File: config.mk
export PLATFORM = sky130hd
export DESIGN_NAME = line_sampler
export DESIGN_NICKNAME = d
export VERILOG_FILES = /design/src/source/line_sampler.sv
export SDC_FILE = /design/constraint.sdc
export NUM_CORES = 1
export LEC_CHECK = 0
export BUFFER_PORTS_ARGS = -buffer_cell sky130_fd_sc_hd__buf_4
export CAP_MARGIN = 20
export CORE_AREA = 2 2 39 41
export CTS_CLUSTER_SIZE = 25
export DETAILED_ROUTE_END_ITERATION = 12
export DIE_AREA = 0 0 41 43
export GPL_ROUTABILITY_DRIVEN = 0
export HOLD_SLACK_MARGIN = 0.1
export PLACE_DENSITY_LB_ADDON = 0.25
export SKIP_LAST_GASP = 1
export SLEW_MARGIN = 20
export SYNTH_ARGS = -nofsm -noshare
export SYNTH_HDL_FRONTEND = slang
export SYNTH_SLANG_ARGS = --single-unit
File: constraint.sdc
create_clock -name sda -period 1.1 [get_ports sda]
set_clock_uncertainty 0.2 [all_clocks]
set_input_delay 0.22 -clock sda [delete_from_list [all_inputs] [get_ports sda]]
set_output_delay 0.22 -clock sda [all_outputs]
set_load 0.01 [all_outputs]
File: src/source/line_sampler.sv
`timescale 1ns/1ns
`default_nettype none

module line_sampler (
    input  logic sda,
    input  logic rst_n,
    input  logic ser_clk,
    input  logic ser_data,
    output logic scl_rise,
    output logic scl_fall,
    output logic start_seen,
    output logic stop_seen,
    output logic data_bit
);

    logic [1:0] clk_sync;
    logic [1:0] dat_sync;
    logic       clk_prev;
    logic       dat_prev;

    always_ff @(posedge sda or negedge rst_n)
    begin
        if (!rst_n)
        begin
            clk_sync <= 2'b11;  // released bus reads high
            dat_sync <= 2'b11;
            clk_prev <= 1'b1;
            dat_prev <= 1'b1;
        end
        else
        begin
            clk_sync <= {clk_sync[0], ser_clk};
            dat_sync <= {dat_sync[0], ser_data};
            clk_prev <= clk_sync[1];
            dat_prev <= dat_sync[1];
        end
    end

    assign scl_rise = clk_sync[1] & ~clk_prev;
    assign scl_fall = ~clk_sync[1] & clk_prev;

    // data may only move while the clock is low, so a move with clock high is a condition
    assign start_seen = clk_sync[1] & clk_prev & dat_prev & ~dat_sync[1];
    assign stop_seen  = clk_sync[1] & clk_prev & ~dat_prev & dat_sync[1];

    assign data_bit = dat_sync[1];

endmodule

`default_nettype wire

[After elaboration in Yosys (flattened, before gate mapping)]
Cells that the tools add are included.
Word-level totals
  flip-flop bits (word level): 6
  input bits: 4
  output and inout bits: 5
  word-level logic and storage cells: 15
Cells by class
  bitwise logic cells: 11
Operators by type and width (number)
  $and 1x1->1: 7
  $not 1->1: 4

[Logic depth before layout (Yosys ltp)]
  depth in word-level cells: 3
  depth in mapped cells: 1
  gate-level depth less buffers: 1

[Least setup slack after synthesis]
Ideal clock, no wire load.
  path type: register -> output
  from: register dat_sync[1]
  to: output port stop_seen
  data arrival time: 794 ps
  required time: 680 ps
  setup slack: -114 ps
  stages on the path, launching flop included: 2
  cell sequence: dfstp_2 -> and4b_1
Between the ends
  word-level cells in the longest chain between the ends: 1
Ends and longest elaborated chain
  start: declaration: RTL line 17  | logic [1:0] dat_sync;
  start signal: assignment: RTL line 33  | dat_sync <= {dat_sync[0], ser_data};
  $and 1x1->1: RTL line 44  | assign stop_seen = clk_sync[1] & clk_prev & ~dat_prev & dat_sync[1];
  end: declaration: RTL line 12  | output logic stop_seen,
Every way passes these cells.

[Worst setup path in the final report]
  from: register clk_sync[1]
  to: output port start_seen
Between the ends
  word-level cells in the longest chain between the ends: 3
Ends and longest elaborated chain
  start: declaration: RTL line 16  | logic [1:0] clk_sync;
  start signal: assignment: RTL line 32  | clk_sync <= {clk_sync[0], ser_clk};
  $and 1x1->1 (3 in a row): RTL line 43  | assign start_seen = clk_sync[1] & clk_prev & dat_prev & ~dat_sync[1];
  end: declaration: RTL line 11  | output logic start_seen,
Every way passes these cells.

==> results.md <==
- Status: finished, violations left
- Failing checks: setup timing
- Post-DR wirelength/cell: between 9 and 10 um
- CP endpoint kind: primary output
- Clk network pwr share: 0.382
- Setup-failing EPs final: 5
- Min-delay src: dat_sync[0]
- Initial Util: 0.137
- Layout cells sized above 1: 0.833
- Peak VDD IR: 0.625 mV
- CORE AREA: between 1000 and 1500 um2
- Tot GR Track Use: 0.0578
- Synth Instances: 10
- Post-layout total power: ~500 uW
- Slew headroom: 0.940
- Switching Fraction: 0.191
- Int Pwr: around 400 uW
- Post-Synth Adder-Cell Area: 0
- Unrepaired setup endpoints after global routing: yes
- Worst-path clk slew: about 0.040 ns
- CTS tree: yes
- Critical path arrival: 1.11 ns
- Final Core Density: 0.275
- Commonest non-fill, non-tap cell in the layout: buf_4
- Root buf cell: clkbuf_4
- First-pass DRT Iterations: 1
- Initial antenna violation count: 0
- Power Dens Cells: roughly 1300 nW/um2
- Fin crit share: 1.40
- CP Launch Type: flop
- Post-route setup slack: -0.435 ns
- Final #Nets: 36
- Reg2reg start: clk_sync[1]
- Final Critical Period: between 1.5 and 2 ns
- Max-cap violation count: 0
- Sequential Power Share: 0.497
- Clk buf depth: 2
- Final Hold Viols: 0
- Yosys cell types: 3
- Worst Path Required: approximately 0.7 ns
- PortBufs: 8
- Max Clk Rate: 0.652 GHz
- Die area: approximately 1800 um2
- Vias in the first global route: 137
- Crit. Startpoint: clk_sync[1]
- Sequential share of the synthesized area: 0.829
- GR Overflow Total: 0
- Comb power frac: 0.121
- Commonest non-fill, non-tap cells in the layout: 12 x buf_4, 6 x dfstp_2, 3 x clkbuf_4, 3 x dlygate4sd3_1
- Synth area leaders: dfstp_2 83%, and4b_1 11%, nor2b_1 6.6%
- Synthesized area: 190 um2
- LEAKAGE: around 0.00018 uW
- Diodes inserted: 0
- Die width: roughly 41 um
- Xor/xnor cell area share of the yosys netlist: 0
- Largest net degree at the start of global routing: 7
- Die Height: between 40 and 50 um
- Drt total wl: ~430 um
- Fin. max-slew vios: 0
- Hold Path Class: reg2reg
- Area grow syn2layout: 100%
- Avg Inst Size Synth: 19.0 um2
- Synth warnings: 0
- Clk_lat worst skew: between 0.2 and 0.25 ns
- I/O pins: 9
- Switching pwr: 95.8 uW
- Critical Path, Cell by Cell: and4b_1 -> buf_6
- Largest area contributor in the netlist: dfstp_2
- Starting DRT DRC Count: 0
- Critical path class: reg2out
- Syn Nets: 14
- Main combinational cell family by area after synthesis: simple AND/OR/NAND/NOR gates
- Vias per cell: between 3 and 4
- Max stage delay on crit path: around 0.55 ns
- Mux cell area share after synthesis: 0
- CTS sink count: 6
- Via count: between 150 and 200
- Worst-margin pin slew: slightly above 0.09 ns
- CTS buffer count: 3
- #FFs+latches synth: 6
- Yosys top cell area share: 0.829
- H-tree depth: 1
- First-pass GRT wire length: roughly 570 um
- Slowest CP cell: dfstp_2
- ANT nets after route: 0
- Row cnt: 14
- # DRC: 0
- CP Max Fanout: 5
- Post-Place Setup Slack: -0.181 ns
- Synth Area in Compound Gates: 0
- Simple-gate portion of the synthesized area: 0.171
## worst paths after layout
kind	end	slack (ns)	cells past startpoint
setup / recovery	start_seen	-0.43	2
hold / removal	dat_sync[1]	0.15	0
setup reg to reg	clk_prev	0.18	1
hold reg to reg	dat_sync[1]	0.15	0
max in group asynchronous	dat_sync[0]	0.39	2
min in group asynchronous	clk_sync[1]	0.29	2
## synthesized netlist by cell type
master	number
and4b_1	2
dfstp_2	6
nor2b_1	2
## registers in the layout (all words and copies together) (netlist names)
name      count
clk_prev      1
dat_sync      2
dat_prev      1
clk_sync      2
## area by class of cell
| cell class | instances | area [um2] |
|---|---|---|
| fillers | 151 | 1000 |
| flip-flops and latches | 6 | 158 |
| repair buffers | 17 | 143 |
| multi-input cells | 4 | 37.5 |
| clock buffers | 3 | 22.5 |
| well taps | 16 | 20.0 |
## stage by stage
stage	hold slack, ns	cell area [um2]	std cells	setup TNS, ns
after CTS	0.153	354	43	-1.96
after floorplan	-0.128	195	10	-0.238
final	0.152	380	46	-1.99
after global placement	0.000292	290	36	-0.550
after detailed placement	0.00808	290	36	-0.599
after global routing	0.161	380	46	-2.23
## metal layers
layer,global-route usage,up-vias,share of wire
li1,-,75,-
met1,0.0565,69,0.42
met2,0.0594,9,0.49
met3,0.0628,0,0.092
met4,0.0600,0,0
met5,0,-,0
## power by group through the flow
stage          combinational (uW)  clock (uW)  sequential, uW
6_report                     60.7         192             250
5_1_grt                      65.3         221             252
4_1_cts                      51.6         208             249
3_5_place_dp                 39.8           0             252
3_3_place_gp                 38.7           0             250
2_1_floorplan                9.25           0             251
## repair_timing
action | CTS | global route
hold buffers | 3 | 0
setup buffers | 1 | 3
pin swaps | 2 | 0
endpoints found under the setup margin | 5 | 5
hold endpoints to repair | 8 | 0
resized for setup | 1 | 1
## critical path: cells and delay by family, from the launching register on
kind                   cells  cell delay, ns
buffers and inverters      1            0.11
DFF                        1            0.55
and+or+nand+nor            1            0.22
## logic make-up after synthesis
kind of cell,after synthesis
DFF,6
and+or+nand+nor,4
No activity file was read; power rests on OpenSTA's default activity.
