### src/source/eeprom_pkg.sv
`default_nettype none

package eeprom_pkg;

    // memory geometry
    localparam int mem_depth = 2048;
    localparam int addr_w    = 11;
    localparam int data_w    = 8;

    localparam logic [3:0] dev_code = 4'b1010;  // control byte upper nibble

    // requester index and the arbiter's last-served flag
    localparam logic serial_port = 1'b0;
    localparam logic host_port   = 1'b1;

endpackage

`default_nettype wire

### src/source/mem_arbiter.sv
`timescale 1ns/1ns
`default_nettype none

module mem_arbiter import eeprom_pkg::*; (
    input  logic              sda,
    input  logic              rst_n,
    input  logic              host_req,
    input  logic              host_we,
    input  logic [addr_w-1:0] host_addr,
    input  logic [data_w-1:0] host_wdata,
    output logic [data_w-1:0] host_rdata,
    output logic              host_ack,
    input  logic              mem_req,
    input  logic              mem_we,
    input  logic [addr_w-1:0] mem_addr,
    input  logic [data_w-1:0] mem_wdata,
    output logic [data_w-1:0] mem_rdata,
    output logic              mem_ack,
    output logic              store_en,
    output logic              store_we,
    output logic [addr_w-1:0] store_addr,
    output logic [data_w-1:0] store_wdata,
    input  logic [data_w-1:0] store_rdata
);

    typedef enum logic [1:0] {
        a_idle,
        a_access,
        a_ack_high,
        a_wait_low
    } arb_state_t;

    arb_state_t state;
    logic       last_served;  // also the peer in service
    logic       pick;
    logic       any_req;
    logic       served_req;

    assign any_req = host_req | mem_req;

    // on contention the peer served last yields
    assign pick = (host_req && mem_req) ? ~last_served
                : (host_req ? host_port : serial_port);

    assign served_req = (last_served == host_port) ? host_req : mem_req;

    // store is only touched from idle, so the mux follows pick
    assign store_en    = state == a_idle && any_req;
    assign store_we    = (pick == host_port) ? host_we : mem_we;
    assign store_addr  = (pick == host_port) ? host_addr : mem_addr;
    assign store_wdata = (pick == host_port) ? host_wdata : mem_wdata;

    always_ff @(posedge sda or negedge rst_n)
    begin
        if (!rst_n)
        begin
            state       <= a_idle;
            last_served <= host_port;  // serial first on a tie
            host_ack    <= 1'b0;
            mem_ack     <= 1'b0;
        end
        else
        begin
            case (state)
                a_idle:
                begin
                    host_ack <= 1'b0;  // ack drops one edge after req seen low
                    mem_ack  <= 1'b0;
                    if (any_req)
                    begin
                        last_served <= pick;
                        state       <= a_access;
                    end
                end
                a_access:
                    state <= a_ack_high;
                a_ack_high:
                begin
                    if (last_served == host_port)
                        host_ack <= 1'b1;
                    else
                        mem_ack <= 1'b1;
                    state <= a_wait_low;
                end
                a_wait_low:
                    if (!served_req)
                        state <= a_idle;
                default:
                    state <= a_idle;
            endcase
        end
    end

    always_ff @(posedge sda)
    begin
        if (state == a_access)
        begin
            if (last_served == host_port)
                host_rdata <= store_rdata;
            else
                mem_rdata <= store_rdata;
        end
    end

endmodule

`default_nettype wire

### config.mk
export PLATFORM = sky130hd
export DESIGN_NAME = mem_arbiter
export DESIGN_NICKNAME = d
export VERILOG_FILES = /design/src/source/eeprom_pkg.sv /design/src/source/mem_arbiter.sv
export SDC_FILE = /design/constraint.sdc
export NUM_CORES = 1
export LEC_CHECK = 0
export BUFFER_PORTS_ARGS = -buffer_cell sky130_fd_sc_hd__buf_2
export CAP_MARGIN = 25
export CORE_MARGIN = 1.5
export CORE_UTILIZATION = 39
export CTS_BUF_LIST = sky130_fd_sc_hd__clkbuf_4
export CTS_CLUSTER_DIAMETER = 80
export DETAILED_ROUTE_END_ITERATION = 16
export GPL_ROUTABILITY_DRIVEN = 1
export PLACE_DENSITY = 0.9
export SETUP_SLACK_MARGIN = 0.4
export SYNTH_ARGS = -nofsm -noshare
export SYNTH_HDL_FRONTEND = slang
export SYNTH_SLANG_ARGS = --single-unit
### constraint.sdc
create_clock -name sda -period 2.1 [get_ports sda]
set_clock_uncertainty 0.1 [all_clocks]
set_input_delay 0.21 -clock sda [delete_from_list [all_inputs] [get_ports sda]]
set_output_delay 0.21 -clock sda [all_outputs]
set_load 0.1 [all_outputs]
## After elaboration in Yosys (flattened, before gate mapping)

Cells that the tools add are included.

| word-level totals | value |
|---|---|
| memories kept | 0 |
| bits in latches | 0 |
| word-level logic and storage cells | 38 |
| ROM bits | 0 |
| bits in registers | 21 |
| bits in writable memories | 0 |
| output and inout bits | 39 |

| cells by class | value |
|---|---|
| reduce and logical (&&, ||, !) cells | 10 |
| multiply operators | 0 |
| shift-type cells | 0 |
| $lt $le $gt $ge | 0 |
| div/mod/pow operators | 0 |
| $add $sub $neg | 0 |
| equal/unequal tests | 7 |
| bitwise operators | 2 |
| mux-type cells | 13 |

Operators with widths:

| cell | count |
|---|---|
| AND reduction 2 bit | 6 |
| two-way mux 11 bit | 1 |
| two-way mux 8 bit | 1 |
| inequality test 2 bit (second input constant) | 4 |
| one-hot mux 2 bit (4 select lines) | 1 |
| two-way mux 1 bit | 6 |
| equality test 2 bit (second input constant) | 2 |
| two-way mux 2 bit | 2 |
| one-hot mux 1 bit (2 select lines) | 2 |
| equality test 2 x 1 -> 1 bit (second input constant) | 1 |
| logical AND 1 bit | 2 |
| zero test 2 bit | 1 |
| nonzero test 2 bit | 1 |
| inverter 1 bit | 1 |
| OR 1 bit | 1 |

## Depth between registers and ports, before layout

| depth | value |
|---|---|
| depth in word-level cells | 3 |
| gate-level depth with buffers | 5 |
| depth with buffers taken out | 5 |

## Least setup slack after synthesis

OpenSTA, ideal clock, no wires.

| timing | value |
|---|---|
| kind | register -> output |
| start point | reg state[0] |
| end point | out store_en |
| setup slack | -0.248 ns |
| data required time | 1.790 ns |
| data arrival time | 2.038 ns |
| cell stages (with the launch flop) | 5 |
| path through | dfrtp_1 -> inv_1 -> ha_1 -> inv_1 -> nor2_1 |

| on the way | value |
|---|---|
| longest elaborated chain between the ends | 2 |

Ends and longest elaborated chain:

| item | RTL line | text |
|---|---|---|
| start, declared | mem_arbiter.sv:33 | `arb_state_t state;` |
| start signal, assigned | mem_arbiter.sv:57 | `state <= a_idle;` |
| start signal, assigned | mem_arbiter.sv:72 | `state <= a_access;` |
| start signal, assigned | mem_arbiter.sv:76 | `state <= a_ack_high;` |
| zero test 2 bit | mem_arbiter.sv:48 | `assign store_en = state == a_idle && any_req;` |
| logical AND 1 bit | mem_arbiter.sv:48 |  |
| end, declared | mem_arbiter.sv:19 | `output logic store_en,` |

No other way between the ends.

## Final worst setup path

| timing | value |
|---|---|
| start point | reg last_served |
| end point | out store_wdata[2] |

| on the way | value |
|---|---|
| longest elaborated chain between the ends | 3 |

Ends and longest elaborated chain:

| item | RTL line | text |
|---|---|---|
| start, declared | mem_arbiter.sv:34 | `logic last_served;` |
| start signal, assigned | mem_arbiter.sv:58 | `last_served <= host_port;` |
| start signal, assigned | mem_arbiter.sv:71 | `last_served <= pick;` |
| inverter 1 bit (no line) | -- |  |
| two-way mux 1 bit | mem_arbiter.sv:42 | `assign pick = (host_req && mem_req) ? ~last_served` |
| two-way mux 8 bit | mem_arbiter.sv:51 | `assign store_wdata = (pick == host_port) ? host_wdata : mem_wdata;` |
| end, declared | mem_arbiter.sv:22 | `output logic [data_w-1:0] store_wdata,` |

No other way between the ends.

==> metrics <==
Most Used Layer, Global Route=met2; Hold WC Path Type=input port to register; DR vias/cell=4.88; Nets=235; global-route wire length before repair=4670 um; post-route ant nets=0; WHS=0.00320 ns; Yosys warnings=0; Critical Setup Path Class=register to output pin; Max Cap Viol=0; Overall Global Routing Usage=23.3%; worst-case vdd ir drop=0.00104 V; RR Startpoint=last_served; largest net degree at the start of global routing=12; post-synthesis area per instance=15.1 um^2; most area-consuming cells after synthesis=edfxtp_1, mux2_2, dfrtp_1; Startpoint Class=register; Slew headroom=67.8%; Pwr Total=2.95 mW; hold_sp=store_rdata[6]; fin crit share=92.3%; M1 GR Usage=21.8%; R2R cell count=5; Global Route met2 Usage=45.4%; Die Footprint=2980 um^2; Critical Path RT=1.79 ns; CP endpoint kind=output pin; input/output buffers=90; share of the synthesized area in the top cell type=46.2%; Core ar.=2500 um^2; Syn Inst Count=69; root buf cell=clkbuf_4; RSZ-0062 raised after global routing=true; DRT Pass-1 Iters=6; worst-skew pair later-pin latency=0.29 ns; crit path DAT=1.63 ns; setup violators final=0; status=finished, final reports clean; Antenna Cells=0; Yosys cell types=18; share of cells above drive strength 1=76.4%; Die W=54.6 um; Post-DP Area=1820 um^2; CP Max Fanout=10; CTS buffer count=3; CTS tree=yes; Critical R2R Capture=state[1]; GPL Wtd Cong=0.764; Seq/Total Area, Yosys=58.4%; reg2reg setup slack=0.24 ns; post-detailed-route wirelength per cell=17.0 um; setup ws final=0.162 ns; initial antenna violation count=0; post-synth top area cell=edfxtp_1; Fin. Hold Viols=0; fin crit period=1.94 ns; fill count=135; Chip Height=54.6 um; WHS Endpoint=host_rdata[6]; HPWL Detailed=2670 um; Hold Path Cell Cnt=1; FMAX=0.516 GHz; Starting Density=41.6%; GR Overflow Total=0; total number of vias=1016; power density cells=1430 nW/um^2; Slew Viols, Final=0; pre-CTS worst setup slack=-0.0330 ns; synthesized cell area=1040 um^2; leakage=0.973 nW; vias in the first global route=1001; Seq cells post-synth=21; final instance area=2060 um^2; met3 Use GR=8.20%; Clock Pin Slew Worst Setup and Hold Paths=0.11 ns; Non-Filler Instances=208; total routed wirelength=3540 um; I/O Pins=91; Clock Tree Buf Depth=2; area grow syn2layout=98.6%; Placement Rows=18; clock sink count=21; Starting DRT DRC Count=4; DRC=0; placed cell count=188; CTS H-tree lvls=1; post-synth net total=125; worst-margin pin slew=0.486 ns
-- how the worst max path moves through the flow --
stage                     start              to  slack, ns
CTS                 last_served   store_addr[6]       0.17
finish              last_served  store_wdata[2]       0.16
floorplan              state[0]        store_en       0.20
detailed placement  last_served        store_we      -0.03
global route        last_served   store_addr[7]       0.12
global placement    last_served   store_addr[5]       0.04
-- layer usage --
| layer | wire, um | part of all wire, % | vias up |
|---|---|---|---|
| li1 | - | - | 473 |
| met1 | 1110 | 31 | 457 |
| met2 | 1910 | 54 | 74 |
| met3 | 417 | 12 | 12 |
| met4 | 99 | 2.8 | 0 |
| met5 | 0 | 0 | - |
-- timing repair --
action	4_1_cts	5_1_grt
resized for setup	14	3
setup buffers	7	3
pin swaps	2	3
endpoints found under the setup margin	21	22
endpoints found under the hold margin	7	6
gates cloned	1	0
hold buffers	2	3
-- registers in the layout, summed over array words and instances (netlist names) --
name         flops
host_ack         1
mem_rdata        8
host_rdata       8
state            2
mem_ack          1
last_served      1
-- cell usage in the layout (no fill, tap or decap) --
master         count
dfrtp_1            4
nor2_4             1
nand2_1            1
inv_2              3
nor2b_1            1
buf_2             69
ha_1               3
and2_1             1
inv_1              1
a2bb2oi_1          1
buf_4              8
mux2_2            17
clkbuf_4           4
a22oi_2            1
edfxtp_1          16
dlygate4sd3_1      5
buf_12            22
a31oi_1            1
dfstp_2            1
ha_4               1
buf_6              2
a21oi_1            4
a21boi_4           2
nor2_1             4
mux2_4             5
-- through the flow --
| stage | setup TNS (ns) | util, % |
|---|---|---|
| final | 0 | 82.6 |
| after global placement | 0 | 72.8 |
| after floorplan | 0 | - |
| after global routing | 0 | 82.6 |
| after detailed placement | -0.441 | 72.8 |
| after CTS | 0 | 80.1 |
-- cell usage after synthesis --
master     number
a31oi_1         1
dfstp_2         1
a21boi_1        1
a22oi_2         1
and2_1          1
ha_1            4
edfxtp_1       16
buf_6           2
nor2_1          5
mux2_2         19
mux2_4          2
nor2b_1         1
nand2_1         1
inv_1           4
mux2_1          1
a21oi_1         4
a2bb2oi_1       1
dfrtp_1         4
-- area by class of cell --
class | count | area [um^2] | share of cell area (%)
clock buffer | 4 | 30.0 | 1.45
inverter | 4 | 15.0 | 0.727
multi-input combinational | 43 | 457 | 22.1
sequential | 21 | 607 | 29.4
tap | 30 | 37.5 | 1.82
timing repair buffer | 106 | 918 | 44.5
-- cell families (layout without fill, tap and decap cells) --
group | Yosys count | after routing | synth area share [%]
buf+inv | 6 | 114 | 3.61
mux | 22 | 22 | 24.5
flops | 21 | 21 | 58.4
fa+ha+maj | 4 | 4 | 4.81
compound gates | 8 | 9 | 5.30
simple gates | 8 | 8 | 3.37
-- where the power goes --
| group | internal (mW) | switching [mW] | leakage (nW) |
|---|---|---|---|
| Clock | 0.0868 | 0.111 | 0.0184 |
| Sequential | 0.591 | 0.0647 | 0.207 |
| Combinational | 0.672 | 1.42 | 0.748 |
| Total | 1.35 | 1.60 | 0.973 |
-- critical path, stage by stage, from the launching register on --
cell      delay, ns
dfstp_2        0.61
a21boi_4       0.07
buf_12         0.15
mux2_2         0.31
buf_12         0.18
No activity file was read; power rests on OpenSTA's default activity.
