===== config.mk =====
export PLATFORM = sky130hd
export DESIGN_NAME = serial_slave
export DESIGN_NICKNAME = d
export VERILOG_FILES = /design/src/source/eeprom_pkg.sv /design/src/source/serial_slave.sv
export SDC_FILE = /design/constraint.sdc
export NUM_CORES = 1
export LEC_CHECK = 0
export BUFFER_PORTS_ARGS = -buffer_cell sky130_fd_sc_hd__buf_2
export CAP_MARGIN = 20
export CORE_AREA = 2 2 79 81
export CTS_CLUSTER_SIZE = 25
export DETAILED_ROUTE_END_ITERATION = 10
export DIE_AREA = 0 0 81 83
export GPL_TIMING_DRIVEN = 0
export PLACE_DENSITY_LB_ADDON = 0.25
export RECOVER_POWER = 50
export SLEW_MARGIN = 0
export SYNTH_ARGS = -nofsm -noshare
export SYNTH_HDL_FRONTEND = slang
export SYNTH_SLANG_ARGS = --single-unit
export TNS_END_PERCENT = 50

===== constraint.sdc =====
create_clock -name sda -period 3 [get_ports sda]
set_input_delay 0.75 -clock sda [delete_from_list [all_inputs] [get_ports sda]]
set_output_delay 0.75 -clock sda [all_outputs]
set_load 0.02 [all_outputs]

===== src/source/eeprom_pkg.sv =====
`default_nettype none

package eeprom_pkg;

    // memory geometry
    localparam int mem_depth = 2048;
    localparam int addr_w    = 11;
    localparam int data_w    = 8;

    localparam logic [3:0] dev_code = 4'b1010;  // control byte upper nibble

    // requester index and the arbiter's last-served flag
    localparam logic serial_port = 1'b0;
    localparam logic host_port   = 1'b1;

endpackage

`default_nettype wire


===== src/source/serial_slave.sv =====
`timescale 1ns/1ns
`default_nettype none

module serial_slave import eeprom_pkg::*; (
    input  logic              sda,
    input  logic              rst_n,
    input  logic              scl_rise,
    input  logic              scl_fall,
    input  logic              start_seen,
    input  logic              stop_seen,
    input  logic              data_bit,
    input  logic              mem_ack,
    input  logic [data_w-1:0] mem_rdata,
    output logic              ser_data_low,
    output logic              mem_req,
    output logic              mem_we,
    output logic [addr_w-1:0] mem_addr,
    output logic [data_w-1:0] mem_wdata
);

    typedef enum logic [2:0] {
        st_idle,
        st_control,
        st_address,
        st_write,
        st_read,
        st_ack,
        st_wait_stop
    } state_t;

    state_t                   state;
    state_t                   ack_next;   // state after the ack slot
    logic [3:0]               bit_cnt;
    logic [data_w-2:0]        shift;      // msb lives in next_byte or on the line
    logic [data_w-1:0]        next_byte;
    logic [data_w-1:0]        rd_buf;     // prefetched byte at ptr
    logic [addr_w-data_w-1:0] blk;
    logic [addr_w-1:0]        ptr;
    logic                     rx_bit;
    logic                     byte_done;
    logic                     ctrl_ok;
    logic                     start_write;
    logic                     start_prefetch;
    logic                     load_byte;
    logic                     tx_shift;

    assign next_byte = {shift, data_bit};
    assign ctrl_ok   = next_byte[7:4] == dev_code;

    assign rx_bit    = scl_rise
                     && (state == st_control || state == st_address || state == st_write);
    assign byte_done = rx_bit && bit_cnt == 4'd7;

    assign start_write = byte_done && state == st_write;

    // next read byte goes out on this fall
    assign load_byte = scl_fall
                     && ((state == st_ack && ser_data_low && ack_next == st_read)
                     ||  (state == st_read && bit_cnt == 4'd9));

    assign start_prefetch = (byte_done && state == st_control && ctrl_ok && next_byte[0])
                          || load_byte;

    assign tx_shift = scl_fall && state == st_read && bit_cnt != 4'd0 && bit_cnt < 4'd8;

    always_ff @(posedge sda or negedge rst_n)
    begin
        if (!rst_n)
        begin
            state        <= st_idle;
            ack_next     <= st_idle;
            bit_cnt      <= '0;
            ptr          <= '0;
            ser_data_low <= 1'b0;
            mem_req      <= 1'b0;
            mem_we       <= 1'b0;
        end
        else
        begin
            if (mem_req && mem_ack)
                mem_req <= 1'b0;
            if (start_seen || stop_seen)
            begin
                state        <= start_seen ? st_control : st_idle;
                bit_cnt      <= '0;
                ser_data_low <= 1'b0;
            end
            else
            begin
                if (rx_bit)
                    bit_cnt <= byte_done ? 4'd0 : bit_cnt + 4'd1;
                case (state)
                    st_control:
                        if (byte_done)
                        begin
                            if (!ctrl_ok)
                                state <= st_idle;  // not ours so silent until start
                            else
                            begin
                                state    <= st_ack;
                                ack_next <= next_byte[0] ? st_read : st_address;
                                if (next_byte[0])
                                begin
                                    mem_req <= 1'b1;
                                    mem_we  <= 1'b0;
                                end
                            end
                        end
                    st_address:
                        if (byte_done)
                        begin
                            state    <= st_ack;
                            ack_next <= st_write;
                            ptr      <= {blk, next_byte};
                        end
                    st_write:
                        if (byte_done)
                        begin
                            state    <= st_ack;
                            ack_next <= st_write;
                            mem_req  <= 1'b1;
                            mem_we   <= 1'b1;
                            ptr      <= ptr + addr_w'(1);  // wraps at mem_depth
                        end
                    st_ack:
                        if (scl_fall)
                        begin
                            if (!ser_data_low)
                                ser_data_low <= 1'b1;
                            else
                            begin
                                state        <= ack_next;
                                bit_cnt      <= '0;
                                ser_data_low <= 1'b0;
                            end
                        end
                    st_read:
                        if (scl_rise)
                        begin
                            if (bit_cnt == 4'd8)
                            begin
                                if (data_bit)
                                    state <= st_wait_stop;  // master nack
                                else
                                    bit_cnt <= 4'd9;
                            end
                            else
                                bit_cnt <= bit_cnt + 4'd1;
                        end
                        else if (scl_fall)
                        begin
                            if (bit_cnt == 4'd8)
                                ser_data_low <= 1'b0;  // master's ack slot
                            else if (tx_shift)
                                ser_data_low <= ~shift[data_w-2];
                        end
                    default:
                    begin
                    end
                endcase
                // send rd_buf and fetch the byte after it
                if (load_byte)
                begin
                    ser_data_low <= ~rd_buf[data_w-1];
                    bit_cnt      <= '0;
                    ptr          <= ptr + addr_w'(1);
                    mem_req      <= 1'b1;
                    mem_we       <= 1'b0;
                end
            end
        end
    end

    always_ff @(posedge sda)
    begin
        if (rx_bit)
            shift <= next_byte[data_w-2:0];
        else if (load_byte)
            shift <= rd_buf[data_w-2:0];
        else if (tx_shift)
            shift <= shift << 1;
        if (byte_done && state == st_control)
            blk <= next_byte[3:1];
        if (start_write)
        begin
            mem_wdata <= next_byte;
            mem_addr  <= ptr;
        end
        else if (start_prefetch)
            mem_addr <= load_byte ? ptr + addr_w'(1) : ptr;
        if (mem_req && mem_ack && !mem_we)
            rd_buf <= mem_rdata;
    end

endmodule

`default_nettype wire


# After elaboration in Yosys (flattened, before gate mapping)
# Index checks and enable logic that the tools add are counted.
totals:
  ff_bits: 61
  in_bits: 16
op_classes:
  add_sub_neg: 2
  order_cmp: 1
  n_eq_ne: 29
  mux: 59
  n_bitwise: 3
  n_reduce_logical: 35
op_table:
  columns: ["operator", "count"]
  rows:
  - ["two-way mux 11 bit", 6]
  - ["two-way mux 3 bit", 13]
  - ["two-way mux 4 bit", 9]
  - ["one-hot mux 11 bit (2 select lines)", 1]
  - ["two-way mux 1 bit", 21]
  - ["two-way mux 7 bit", 3]
  - ["inequality test 3 bit (second input constant)", 6]
  - ["logical AND 1 bit", 15]
  - ["== test 4 bit (second input constant)", 3]
  - ["inequality test 3 x 2 -> 1 bit (second input constant)", 4]
  - ["inequality test 4 x 3 -> 1 bit (second input constant)", 3]
  - ["one-hot mux 3 bit (4 select lines)", 1]
  - ["adder 11 x 1 -> 11 bit (second input constant)", 1]
  - ["AND reduction 5 bit", 2]
  - ["== test 3 bit (second input constant)", 3]
  - ["nonzero test 3 bit", 3]
  - ["one-hot mux 4 bit (2 select lines)", 1]
  - ["AND reduction 8 bit", 1]
  - ["nonzero test 4 bit", 2]
  - ["== test 3 x 2 -> 1 bit (second input constant)", 2]
  - ["inequality test 3 x 1 -> 1 bit (second input constant)", 2]
  - ["one-hot mux 1 bit (2 select lines)", 3]
  - ["one-hot mux 3 bit (2 select lines)", 1]
  - ["AND reduction 6 bit", 1]
  - ["14 further kinds", 22]

# Logic depth before layout (Yosys ltp)
depth:
  word_depth: 13
  ltp_mapped: 8

# Least setup slack after synthesis
# Ideal clock, no wire load.
synth_timing:
  path_kind: "input -> register"
  from: "input port scl_rise"
  to: "register mem_addr[0] (enable)"
  setup_time_ps: 397
  arrival_time_ps: 1988
  required_time_ps: 2603
  setup_slack_ps: 615
  stages: 3
  path_buffers: 0
  path_cell_list: "and2b_1 nand3_2 o21ai_0"
synth_between:
  elab_chain_cells: 7
synth_lines:
  columns: ["element", "line", "source"]
  rows:
  - ["from (decl)", "serial_slave.sv:7", "input logic scl_rise,"]
  - ["logical AND 1 bit (*)", "serial_slave.sv:51", "&& (state == st_control || state == st_address || state == st_write);"]
  - ["logical AND 1 bit (*)", "serial_slave.sv:52", "assign byte_done = rx_bit && bit_cnt == 4'd7;"]
  - ["logical AND 1 bit (3 in a row)", "serial_slave.sv:61", "assign start_prefetch = (byte_done && state == st_control && ctrl_ok && next_byte[0])"]
  - ["logical OR 1 bit", "serial_slave.sv:62", "|| load_byte;"]
  - ["nonzero test 2 bit (no source line) (*)", null, null]
  - ["to (signal assigned)", "serial_slave.sv:187", "mem_addr <= ptr;"]
  - ["to (signal assigned)", "serial_slave.sv:190", "mem_addr <= load_byte ? ptr + addr_w'(1) : ptr;"]
  - ["to (decl)", "serial_slave.sv:17", "output logic [addr_w-1:0] mem_addr,"]
# Mark *: on every way between the ends. The rest lies on a longest branch, timed or not.
# A chain may end at the register's enable or synchronous reset.

# Worst setup path after layout
layout_timing:
  from: "register bit_cnt[0]"
  to: "register mem_addr[10] (enable)"
layout_between:
  elab_chain_cells: 7
layout_lines:
  columns: ["element", "line", "source"]
  rows:
  - ["from (decl)", "serial_slave.sv:33", "logic [3:0] bit_cnt;"]
  - ["from (signal assigned)", "serial_slave.sv:91", "bit_cnt <= byte_done ? 4'd0 : bit_cnt + 4'd1;"]
  - ["from (signal assigned)", "serial_slave.sv:148", "bit_cnt <= bit_cnt + 4'd1;"]
  - ["== test 4 x 3 -> 1 bit", "serial_slave.sv:52", null]
  - ["logical AND 1 bit", "serial_slave.sv:52", null]
  - ["logical AND 1 bit (3 in a row)", "serial_slave.sv:61", null]
  - ["logical OR 1 bit", "serial_slave.sv:62", null]
  - ["nonzero test 2 bit (no source line) (*)", null, null]
# Marks and branches as above.

==> impl_metrics.ini <==
[route]
ant_nets = 0
via_count = 2629
drt_pass1_iterations = 5
wl_um = 7700
wl_per_cell_um = 17.7
viasPerCell = 6.06
drc = 0
drt_iter0_markers = 173

[clock_tree]
clk_pin_slew_worst_paths_ps = 70
cts_resized = 0
cts_buffers = 9
cts-root-buf = clkbuf_8
cts_tree = done
insertion_delay_ps = 350
postCtsSetupBuffers = 0
hold_buffers = 0
cts.sinks = 61
htree_num_levels = 3
clock_path_buffers = 2

[power_and_ir_drop]
power.density_nw_per_um2 = 522
p_total_w = 0.00201
irDropWorstVdd_mv = 0.423
leakage_nw = 1.45

[placed_design]
gp_congestion = 0.925
io_buffers = 37
dp_hpwl_um = 5450

[die]
start_util = 0.568
die_w_um = 81
dieArea_um2 = 6720
die_h_um = 83
coreArea_um2 = 5820
row_count = 28
io_pins = 38

[sta]
rsz0062_at_grt = false
hold_slack_ps = 482
period_share = 0.718
hold_viol_final = 0
relSlewSlack = 0.0674
finClkSkew_ps = 10.6
max_freq_mhz = 464
tightestPinTransition_ps = 1400
drv_slew = 0
finalSetupViolCount = 0
fin_crit_ps = 2150

[hold_path]
holdCritPathClass = register to register
min_path_cells = 0

[setup_path]
critPathBufInv = 1
required_ps = 3060
worst-path-stages = 5
path_class = register to register
critPathMaxFanout = 10
cp.arrival_ps = 2210
worstRegToRegCells = 5
end_kind = register
cpMaxStageDelayCell = dfrtp_1
critPathTopFamily = simple AND/OR/NAND/NOR gates
slowest_delay_ps = 450
cp-start-kind = register
critical_path.cell_chain = ha_1 -> and3b_1 -> nand3_2 -> o21ai_1 -> buf_6

[grt]
grt_max_degree = 25
grt_util_met3 = 0.0533
grt_pass1_vias = 2533
grt_util_met2 = 0.385
use_met1 = 0.342
antenna_found_initial = 0
gr-total-overflow = 0
grt-busiest-layer = met2
globalRouteTotalUtil = 0.249
grt_pass1_wl_um = 12700

[synth]
yosys_warnings = 0
yosysTopAreaCellShare = 0.336
synth.area.top_cells = edfxtp_1 34%, dfrtp_1 18%, nand2_1 5.3%
synthDistinctLibCells = 74
synth_top_cells_by_count = 47 x nand2_1, 37 x edfxtp_1, 24 x dfrtp_1, 20 x nor2_1, 15 x nand3_1
synth-seq-cells = 61
syn_nets = 326
synth_ff_type = edfxtp_1
synth-edff-count = 37
yosys.cell_count.top_type = nand2_1
synth-seq-area-share = 0.518
synth-async-reset-ratio = 0.393
syn_area_per_cell_um2 = 10.9
synth_area_leader_cell = edfxtp_1
syn_inst = 304
syn_area_um2 = 3300

[flow_run]
maxCapViolCount = 0

[final_layout]
diodes = 0
nets = 376
drive_above_1_share = 0.198
synthToLayoutAreaGrowth_pct = 16.3

[run_status]
status = finished, final reports clean
## worst register-to-register path, stage by stage, from the launching register on
cell and delay [ps]:
dfrtp_1 450, ha_1 310, and3b_1 310, nand3_2 180, o21ai_1 380, buf_6 220
## stage by stage
stage | cell area (um^2) | TNS (ps) | utilization | worst slack [ps] | std cells
global route | 3840 | 0 | 0.660 | 709 | 434
finish | 3840 | 0 | 0.660 | 845 | 434
floorplan | 3300 | 0 | - | 615 | 304
detailed placement | 3590 | 0 | 0.618 | 306 | 417
global placement | 3580 | -1980 | 0.616 | -167 | 416
CTS | 3860 | 0 | 0.664 | 460 | 433
## cell families (layout without fill, tap and decap cells)
group / Yosys count / in the layout / synth area share
xor gates and xnor gates: 11 / 11 / 0.0292
AOI/OAI and AO/OA: 64 / 64 / 0.145
muxes: 7 / 7 / 0.0239
DFF: 61 / 61 / 0.518
buffers and inverters: 22 / 77 / 0.0337
and+or+nand+nor: 133 / 133 / 0.227
adders and majority gates: 6 / 6 / 0.0227
## metal layers
layer,wire length (um),up-vias
met3,450,24
met4,195,0
met1,3330,1259
met2,3730,110
li1,-,1236
met5,0,-
## area by class of cell
cell class | count | area, um^2
fillers | 481 | 1970
flip-flops and latches | 61 | 1710
multi-input cells | 221 | 1480
repair buffers | 39 | 175
clock inverters | 7 | 146
clock buffers | 9 | 124
well taps | 75 | 93.8
plain buffers | 9 | 62.6
inverters | 13 | 48.8
## registers in the layout (all words and copies together), names as in the netlist
register / flops
bit_cnt: 4
shift: 7
ser_data_low: 1
ptr: 11
mem_we: 1
blk: 3
rd_buf: 8
ack_next: 3
mem_req: 1
mem_wdata: 8
state: 3
mem_addr: 11
## power by group
group          internal [W]  total [W]  switching, W  leakage, nW
Sequential         0.000903   0.000917     0.0000139        0.641
Clock              0.000641   0.000993      0.000352        0.134
Combinational     0.0000342  0.0000955     0.0000612        0.674
Total               0.00158    0.00201      0.000427         1.45
## layout by cell type (no fill, tap or decap), drive strengths merged, types with 3 or more instances in the layout
cell	instances
nand2	47
edfxtp	37
clkbuf	34
dfrtp	24
buf	23
nor2	21
nand3	18
o21ai	15
inv	14
a21oi	12
xnor2	9
and3	7
ha	6
o311ai	6
nor3	6
o211ai	5
nor2b	4
a31oi	4
bufinv	4
mux2	4
and4bb	3
mux2i	3
nand2b	3
or2	3
## path summary, 6_finish.rpt
check | from | to | slack, ps
worst max-delay path | bit_cnt[0] | mem_addr[10] | 850
worst min-delay path | shift[0] | mem_wdata[1] | 480
worst max register to register | bit_cnt[0] | mem_addr[10] | 850
worst min register to register | shift[0] | mem_wdata[1] | 480
max in group asynchronous | rst_n | ptr[2] | 1470
min in group asynchronous | rst_n | ptr[7] | 710
No activity file was read; power rests on OpenSTA's default activity.
